[config.mk]
export PLATFORM = sky130hd
export DESIGN_NAME = mio_if
export DESIGN_NICKNAME = d
export VERILOG_FILES = /design/src/source/emesh_pkg.sv /design/src/source/mio_pkg.sv /design/src/source/emesh_if.sv /design/src/source/mio_decode.sv /design/src/source/mio_execute.sv /design/src/source/mio_result.sv /design/src/source/mio_if.sv
export VERILOG_INCLUDE_DIRS = /design/src /design/src/include
export SDC_FILE = /design/constraint.sdc
export NUM_CORES = 1
export LEC_CHECK = 0
export BUFFER_PORTS_ARGS = -buffer_cell sky130_fd_sc_hd__clkbuf_2
export CAP_MARGIN = 20
export CORE_AREA = 2 2 189 191
export DETAILED_ROUTE_END_ITERATION = 8
export DIE_AREA = 0 0 191 193
export PLACE_DENSITY_LB_ADDON = 0.25
export SYNTH_ARGS = -nofsm -noshare
export SYNTH_HDL_FRONTEND = slang
export SYNTH_HIERARCHICAL = 1
export SYNTH_SLANG_ARGS = --single-unit
[constraint.sdc]
create_clock -name clk -period 7.2 [get_ports clk]
set_input_delay 0.72 -clock clk [delete_from_list [all_inputs] [get_ports clk]]
set_output_delay 0.72 -clock clk [all_outputs]
set_load 0.05 [all_outputs]
[src/include/mio_defines.svh]
`ifndef MIO_DEFINES_SVH
`define MIO_DEFINES_SVH

//##################################################
// mio adapter widths
//##################################################

// address and data width
`define MIO_AW 32

// emesh packet: srcaddr + data + dstaddr + 8 ctrl bits, padded to 40
`define MIO_PW (2*`MIO_AW+40)

// mio fifo packet, one extra byte on top of emesh
`define MIO_MPW (`MIO_PW+8)

// zero pad used when widening tx packets
`define MIO_PAD (`MIO_MPW-`MIO_PW)

`endif

[src/source/emesh_pkg.sv]
`include "mio_defines.svh"

package emesh_pkg;

   //##################################################
   // emesh packet format
   //##################################################

   // transfer size opcode, bytes = 1 << datamode
   typedef enum logic [1:0] {
      dm_byte   = 2'b00, // 1 byte
      dm_half   = 2'b01, // 2 bytes
      dm_word   = 2'b10, // 4 bytes
      dm_double = 2'b11  // 8 bytes
   } datamode_e;

   // field layout, msb first
   typedef struct packed {
      logic [`MIO_AW-1:0] srcaddr;  // return address on reads
      logic [`MIO_AW-1:0] data;     // low data word
      logic [`MIO_AW-1:0] dstaddr;  // target address
      logic [4:0]         ctrlmode; // routing and ordering hints
      datamode_e          datamode; // size
      logic               write;    // bit 0
   } emesh_pkt_t;

endpackage

[src/source/mio_pkg.sv]
package mio_pkg;

   //##################################################
   // mio configuration
   //##################################################

   // static settings from the register file
   typedef struct packed {
      logic       amode;    // auto address streaming
      logic [7:0] datasize; // only the low nibble matters
      logic [4:0] ctrlmode; // forced ctrlmode in amode
   } mio_cfg_t;

   // per beat address step in bytes, max 8
   typedef logic [3:0] stride_t;

   // bytes per beat for one datamode
   function automatic stride_t stride_of(input logic [1:0] dm);
      stride_t s;
      s = stride_t'(4'd1 << dm); // 1, 2, 4 or 8
      return s;
   endfunction

endpackage

[src/source/emesh_if.sv]
`timescale 1ns/1ps
`include "mio_defines.svh"

// one set of unpacked emesh fields
interface emesh_if;

   logic                  write;
   emesh_pkg::datamode_e  datamode;
   logic [4:0]            ctrlmode;
   logic [`MIO_AW-1:0]    dstaddr;
   logic [`MIO_AW-1:0]    srcaddr;
   logic [`MIO_AW-1:0]    data;

   // producer side
   modport src (
      output write, datamode, ctrlmode,
      output dstaddr, srcaddr, data
   );

   // consumer side
   modport dst (
      input write, datamode, ctrlmode,
      input dstaddr, srcaddr, data
   );

endinterface

[src/source/mio_decode.sv]
`timescale 1ns/1ps
`include "mio_defines.svh"

module mio_decode (
   input  logic [`MIO_MPW-1:0]    rx_packet, // from rx fifo
   input  mio_pkg::mio_cfg_t      cfg,       // static config
   emesh_if.src                   fields,    // parsed packet fields
   output emesh_pkg::datamode_e   cfg_mode,  // datamode for amode
   output logic [`MIO_AW-1:0]     raw_data   // streaming payload
);

   //##################################################
   // packet parse
   //##################################################

   emesh_pkg::emesh_pkt_t pkt;

   // top byte of the mio packet is ignored
   assign pkt = emesh_pkg::emesh_pkt_t'(rx_packet[`MIO_PW-1:0]);

   assign fields.write    = pkt.write;
   assign fields.datamode = pkt.datamode;
   assign fields.ctrlmode = pkt.ctrlmode;
   assign fields.dstaddr  = pkt.dstaddr;
   assign fields.srcaddr  = pkt.srcaddr;
   assign fields.data     = pkt.data;

   // in amode the low word is the data, no header
   assign raw_data = rx_packet[`MIO_AW-1:0];

   //##################################################
   // datasize to datamode
   //##################################################

   always_comb begin
      case (cfg.datasize[3:0])
         4'd1:    cfg_mode = emesh_pkg::dm_byte;
         4'd2:    cfg_mode = emesh_pkg::dm_half;
         4'd4:    cfg_mode = emesh_pkg::dm_word;
         default: cfg_mode = emesh_pkg::dm_double; // anything odd -> 8 bytes
      endcase
   end

   // config comes from the register file at the top
   // an x in the size nibble would quietly turn into a double
   always_comb begin
      assert (!$isunknown(cfg.datasize[3:0]))
         else $error("mio_decode: datasize unknown, datasize=%h", cfg.datasize);
   end

endmodule

[src/source/mio_execute.sv]
`timescale 1ns/1ps
`include "mio_defines.svh"

module mio_execute (
   input  logic                 clk,
   input  logic                 rst_n,
   input  mio_pkg::mio_cfg_t    cfg,        // amode, ctrlmode
   input  logic [`MIO_AW-1:0]   dstaddr,    // base address for amode
   input  logic                 accept,     // beat taken by the core
   input  emesh_pkg::datamode_e cfg_mode,   // from datasize
   input  logic [`MIO_AW-1:0]   raw_data,   // low word of rx packet
   emesh_if.dst                 in_fields,  // parsed packet
   emesh_if.src                 out_fields, // to packer
   output mio_pkg::stride_t     addrincr    // step for outside regs
);

   //##################################################
   // auto increment address
   //##################################################

   mio_pkg::stride_t    stride;
   logic                addr_update;
   logic [`MIO_AW-1:0]  addr_q;

   assign stride      = mio_pkg::stride_of(cfg_mode); // bytes per beat
   assign addr_update = cfg.amode & accept;           // step only on taken beats

   assign addrincr = addr_update ? stride : '0;

   always_ff @(posedge clk) begin
      if (!rst_n) begin
         addr_q <= '0;
      end else if (!cfg.amode) begin
         addr_q <= dstaddr;                       // track base while idle
      end else if (accept) begin
         addr_q <= addr_q + `MIO_AW'(stride);     // next beat address
      end
   end

   //##################################################
   // field select
   //##################################################

   always_comb begin
      if (cfg.amode) begin
         out_fields.write    = 1'b1;          // streaming is write only
         out_fields.datamode = cfg_mode;
         out_fields.ctrlmode = cfg.ctrlmode;
         out_fields.dstaddr  = addr_q;
         out_fields.srcaddr  = '0;            // no return path
         out_fields.data     = raw_data;
      end else begin
         // normal mode, packet unchanged
         out_fields.write    = in_fields.write;
         out_fields.datamode = in_fields.datamode;
         out_fields.ctrlmode = in_fields.ctrlmode;
         out_fields.dstaddr  = in_fields.dstaddr;
         out_fields.srcaddr  = in_fields.srcaddr;
         out_fields.data     = in_fields.data;
      end
   end

   //##################################################
   // checks
   //##################################################

   // outside register file and local address step together
   a_incr_on_beat : assert property (
      @(posedge clk) disable iff (!rst_n)
      (addrincr != '0) |=> (addr_q == $past(addr_q) + `MIO_AW'($past(addrincr)))
   ) else $error("mio_execute: address did not step by addrincr");

   // stalled or idle stream keeps its address
   a_addr_hold : assert property (
      @(posedge clk)
      (rst_n && cfg.amode && !accept) |=> (addr_q == $past(addr_q))
   ) else $error("mio_execute: address moved without a beat");

endmodule

[src/source/mio_result.sv]
`timescale 1ns/1ps
`include "mio_defines.svh"

module mio_result (
   emesh_if.dst                  fields,        // final fields
   output emesh_pkg::emesh_pkt_t packet_out,    // to core
   input  logic [`MIO_PW-1:0]    tx_packet_in,  // from core
   output logic [`MIO_MPW-1:0]   tx_packet_out  // to tx fifo
);

   //##################################################
   // rx, fields back into a packet
   //##################################################

   always_comb begin
      packet_out          = '0;
      packet_out.srcaddr  = fields.srcaddr;
      packet_out.data     = fields.data;
      packet_out.dstaddr  = fields.dstaddr;
      packet_out.ctrlmode = fields.ctrlmode;
      packet_out.datamode = fields.datamode;
      packet_out.write    = fields.write;
   end

   //##################################################
   // tx, widen to mio width
   //##################################################

   // extra top byte stays zero
   assign tx_packet_out = {{`MIO_PAD{1'b0}}, tx_packet_in};

endmodule

[src/source/mio_if.sv]
`timescale 1ns/1ps
`include "mio_defines.svh"

module mio_if (
   // clock, reset, config
   input  logic                clk,
   input  logic                rst_n,
   input  logic                amode,         // auto address mode
   input  logic [7:0]          datasize,      // bytes per beat
   input  logic [4:0]          ctrlmode,      // ctrlmode for amode
   input  logic [`MIO_AW-1:0]  dstaddr,       // amode base address
   output logic [3:0]          addrincr,      // step for register file
   // core side
   output logic                access_out,
   output logic [`MIO_PW-1:0]  packet_out,    // rx packet for core
   input  logic                wait_in,
   input  logic                access_in,
   input  logic [`MIO_PW-1:0]  packet_in,     // tx packet from core
   output logic                wait_out,
   // fifo side
   input  logic                rx_access_in,
   input  logic [`MIO_MPW-1:0] rx_packet_in,
   output logic                rx_wait_out,
   output logic                tx_access_out,
   output logic [`MIO_MPW-1:0] tx_packet_out,
   input  logic                tx_wait_in
);

   mio_pkg::mio_cfg_t      cfg;
   mio_pkg::stride_t       incr;
   emesh_pkg::datamode_e   cfg_mode;
   emesh_pkg::emesh_pkt_t  pkt_out;
   logic [`MIO_AW-1:0]     raw_data;
   logic                   accept;

   emesh_if pkt_fields (); // decode -> execute
   emesh_if out_fields (); // execute -> result

   //##################################################
   // strobes
   //##################################################

   assign rx_wait_out   = wait_in;      // core back-pressure to rx fifo
   assign access_out    = rx_access_in;
   assign tx_access_out = access_in;
   assign wait_out      = tx_wait_in;   // tx fifo full to core

   assign accept = rx_access_in & ~wait_in; // beat taken this cycle

   assign cfg.amode    = amode;
   assign cfg.datasize = datasize;
   assign cfg.ctrlmode = ctrlmode;

   //##################################################
   // datapath
   //##################################################

   mio_decode u_decode (
      .rx_packet (rx_packet_in),
      .cfg       (cfg),
      .fields    (pkt_fields.src),
      .cfg_mode  (cfg_mode),
      .raw_data  (raw_data)
   );

   mio_execute u_execute (
      .clk        (clk),
      .rst_n      (rst_n),
      .cfg        (cfg),
      .dstaddr    (dstaddr),
      .accept     (accept),
      .cfg_mode   (cfg_mode),
      .raw_data   (raw_data),
      .in_fields  (pkt_fields.dst),
      .out_fields (out_fields.src),
      .addrincr   (incr)
   );

   mio_result u_result (
      .fields        (out_fields.dst),
      .packet_out    (pkt_out),
      .tx_packet_in  (packet_in),
      .tx_packet_out (tx_packet_out)
   );

   assign packet_out = pkt_out;
   assign addrincr   = incr;

endmodule

* Word level (Yosys, flattened, before mapping)
Cells that the tools add are included.
** Word-level totals
- Bits in registers :: 32
- Output and inout bits :: 224
** Cells by class
- Add/subtract/negate cells :: 1
- Equal/unequal tests :: 4
- Shift operators :: 1
- Muxes and demuxes :: 10
- Bitwise logic cells :: 3
** Operators by type and width (count)
- $mux 32 :: 5
- $add 32x4->32 :: 1
- $pmux 2 s3 :: 1
- $mux 5 :: 1
- $eq 4x1->1 const B :: 1
- $eq 4x2->1 const B :: 1
- $eq 4x3->1 const B :: 1
- $mux 4 :: 1
- $shl 1x2->4 const A :: 1
- $and 1x1->1 :: 2
- $mux 2 :: 1
- $ne 2x1->1 const B :: 1
- $mux 1 :: 1
- $not 1->1 :: 1

* Logic depth before layout (Yosys ltp)
- Word-level depth :: 6
- Depth in mapped cells :: 11
- Mapped depth without buffers :: 10

* Modules after synthesis
Netlist, hierarchy kept.
** By module, submodules not included
- mio_execute :: times used 1, cells an instance 356, area an instance 3004.1 um^2
- mio_result :: times used 1, cells an instance 217, area an instance 1625.3 um^2
- mio_decode :: times used 1, cells an instance 140, area an instance 1051.0 um^2
- mio_if :: times used 1, cells an instance 5, area an instance 43.8 um^2

* Worst setup path before layout
OpenSTA, ideal clock, no wires.
- Path kind :: input to output
- Start point :: in amode
- End point :: out addrincr[1]
- Arrival time :: 2.778 ns
- Setup slack :: 3.702 ns
- Cell stages on the path :: 5
- Cells stage by stage :: clkbuf_1 -> clkbuf_1 -> clkbuf_1 -> nand2_1 -> nor3b_1
** Between the ends
- Cells in the longest elaborated chain, start to end :: 2
** RTL lines
- start, declared :: RTL line mio_if.sv:8 : input logic amode,
- $and 1x1->1 :: RTL line mio_execute.sv:26 : assign addr_update = cfg.amode & accept;
- $mux 4 :: RTL line mio_execute.sv:28 : assign addrincr = addr_update ? stride : '0;
- end, declared :: RTL line mio_if.sv:12 : output logic [3:0] addrincr,
Every way passes these cells.

* Final worst setup path
Same ends and word-level chain as after synthesis.

==> impl_metrics.toml <==
[grt]
grt.overflow.total = 0
grt_pass1_vias = 3451
use_met3_pct = 2.75
grt_start_max_net_pins = 80
antenna_found_initial = 2
grt_usage_pct = 8.03
grt_pass1_wl_mm = 21.7
gr-max-usage-layer = "met2"
met2_usage_pct = 14.8
use_met1_pct = 8.55

[pwr]
power_uw = 796
ir_drop_v = 0.0000704
powerDensity_mw_per_mm2 = 158
p_leak_nw = 2.25

[logic_synthesis]
syn_area_per_cell_um2 = 7.97
ys.flop_type = "dfxtp_1"
ys_warn_count = 6
async_reset_ff_share_pct = 0
ys_types = 43
synth_largest_area_cell = "buf_4"
syn_area_mm2 = 0.00572
netlist_instances = 718
synth_edf_count = 0
seq_area_frac_synth_pct = 11.2
synth_top_area_share_pct = 46.7
ys_top_cells_by_area = "buf_4 47%, mux2_2 14%, dfxtp_1 11%"
ys_seq_elements = 32

[final_layout]
num_antenna_cells = 0
syn2layout_area_growth_pct = -12.0
fillCellCount = 4076
layout-drive-gt1-share_pct = 57.2
largestRegisters = "u_execute/addr_q x32"
largest_register_ffs = 32
final_util_pct = 14.4
nNetsFinal = 886
regMostFlops = "u_execute/addr_q"

[sta]
min_period_ps = 3270
finalSetupTns_ps = 0
slew_headroom_pct = 55.3
fmax_mhz = 306
worst_slack_ps = 3930
period_share_pct = 45.4
final_hold_viol_count = 0
slew_violations = 0
tightest_slew_ps = 666
rsz0062_at_grt = "false"
finalSetupViolations = 0
skew_ps = 8.51

[critical_path]
cpPeakStageDelay_ps = 620
crit_slowest_cell = "buf_4"
cp_max_fo = 79
crit_required_ps = 6480
cp-start-kind = "input pin"
end_kind = "output port"
crit_type = "input pin to output port"
crit_chain = "buf_6, buf_4, nand2_1, nor3b_1, clkbuf_2"
arrival_ps = 2550

[place]
pre_cts_ws_ps = 3580
port_buffers = 259
hpwl_mm = 13.2
gp_congestion = 0.739

[die]
core_mm2 = 0.0350
rows = 69
die_y_um = 193
initial_core_util_pct = 16.4
dieArea_mm2 = 0.0369
die_w_um = 191
io_pins = 492

[detailed_routing]
vias_per_cell = 3.49
dr_total_vias = 3747
wl_per_cell_um = 14.6
first_pass_iters = 4
drcViolationCount = 0
ant_nets = 0
drt_iter0_drc = 75
routed_wl_mm = 15.7

[clock_network]
ctsResizeCount = 0
cts_tree = "yes"
clk_pin_slew_ps = 60
cts_buffers = 5
insertion_delay_ps = 290
cts-root-buf = "clkbuf_16"
cts.sinks = 32
post-cts-setup-buffer-count = 0
cts_max_path_buffers = 2
hold_buffers = 0
htreeDepth = 2

[outcome]
outcome = "completed"

[hold_path]
min_path_type = "flop to flop"

[flow_run]
cap_violations = 0
worst max-delay path, delay by kind of cell:
| family | cells | cell delay, ps |
|---|---|---|
| buf+inv | 3 | 1380 |
| simple gates | 2 | 390 |
synth_stat cells, types with 5 or more instances:
library cell	n
nand4_1	17
dfxtp_1	32
xor2_1	18
mux2_2	69
nand3_1	11
nand2_1	10
a21oi_1	25
inv_1	5
o21ai_0	27
and3_1	7
nor2b_1	35
buf_4	356
nor2_1	13
nor3_1	8
xnor2_1	10
clkbuf_1	21
a211oi_1	8
metal layers:
| metal | share of wire [%] | vias up |
|---|---|---|
| met3 | 8.9 | 38 |
| met4 | 2.1 | 4 |
| met5 | 0.15 | - |
| met2 | 51 | 227 |
| met1 | 38 | 1678 |
| li1 | - | 1800 |
per-stage QoR:
step / cells / area, µm² / hold slack (ps)
2_1_floorplan: 725 / 5750 / 451
3_3_place_gp: 1067 / 4890 / 579
3_5_place_dp: 1067 / 4890 / 585
4_1_cts: 1075 / 5030 / 599
5_1_grt: 1075 / 5030 / 609
6_report: 1075 / 5030 / 590
cells by family after synthesis:
kind of cell / after synthesis / share of synthesized area, %
adders and majority gates: 5 / 1.22
xor gates and xnor gates: 28 / 4.28
DFF: 32 / 11.2
buffers and inverters: 387 / 48.7
muxes: 73 / 14.3
AOI/OAI and AO/OA: 68 / 6.67
and+or+nand+nor: 124 / 13.6
other: 1 / 0.0655
final timing paths:
kind / cells after the start / startpoint / end / slack (ps)
worst max-delay path: 5 / amode / addrincr[1] / 3930
worst min-delay path: 2 / u_execute/addr_q[3] / u_execute/addr_q[3] / 590
worst max register to register: 8 / u_execute/addr_q[0] / u_execute/addr_q[22] / 4740
worst min register to register: 2 / u_execute/addr_q[3] / u_execute/addr_q[3] / 590
power by group:
part / switching [mW] / total [mW] / leakage, nW / internal (mW)
Clock: 0.0890 / 0.226 / 0.0766 / 0.137
Combinational: 0.249 / 0.360 / 1.90 / 0.111
Sequential: 0.0205 / 0.210 / 0.266 / 0.190
cells in the final DEF (no fill, tap or decap), types with 7 or more instances in the layout:
cell      instances
a211oi_1          8
a21oi_1          25
and3_1            7
clkbuf_2        258
conb_1            8
dfxtp_1          32
mux2_2           69
nand2_1          10
nand3_1          11
nand4_1          17
nor2_1           13
nor2b_1          35
nor3_1            8
o21ai_0          27
xnor2_1          10
xor2_1           18
layout make-up:
type | instances | area [µm²] | area share [%]
multi-input cells | 306 | 2320 | 46.1
repair buffers | 262 | 1330 | 26.3
flip-flops and latches | 32 | 641 | 12.7
well taps | 461 | 577 | 11.5
clock buffers | 6 | 139 | 2.76
inverters | 6 | 22.5 | 0.447
clock inverters | 2 | 10.0 | 0.199
Note: power is estimated with default switching activity, not from simulation.
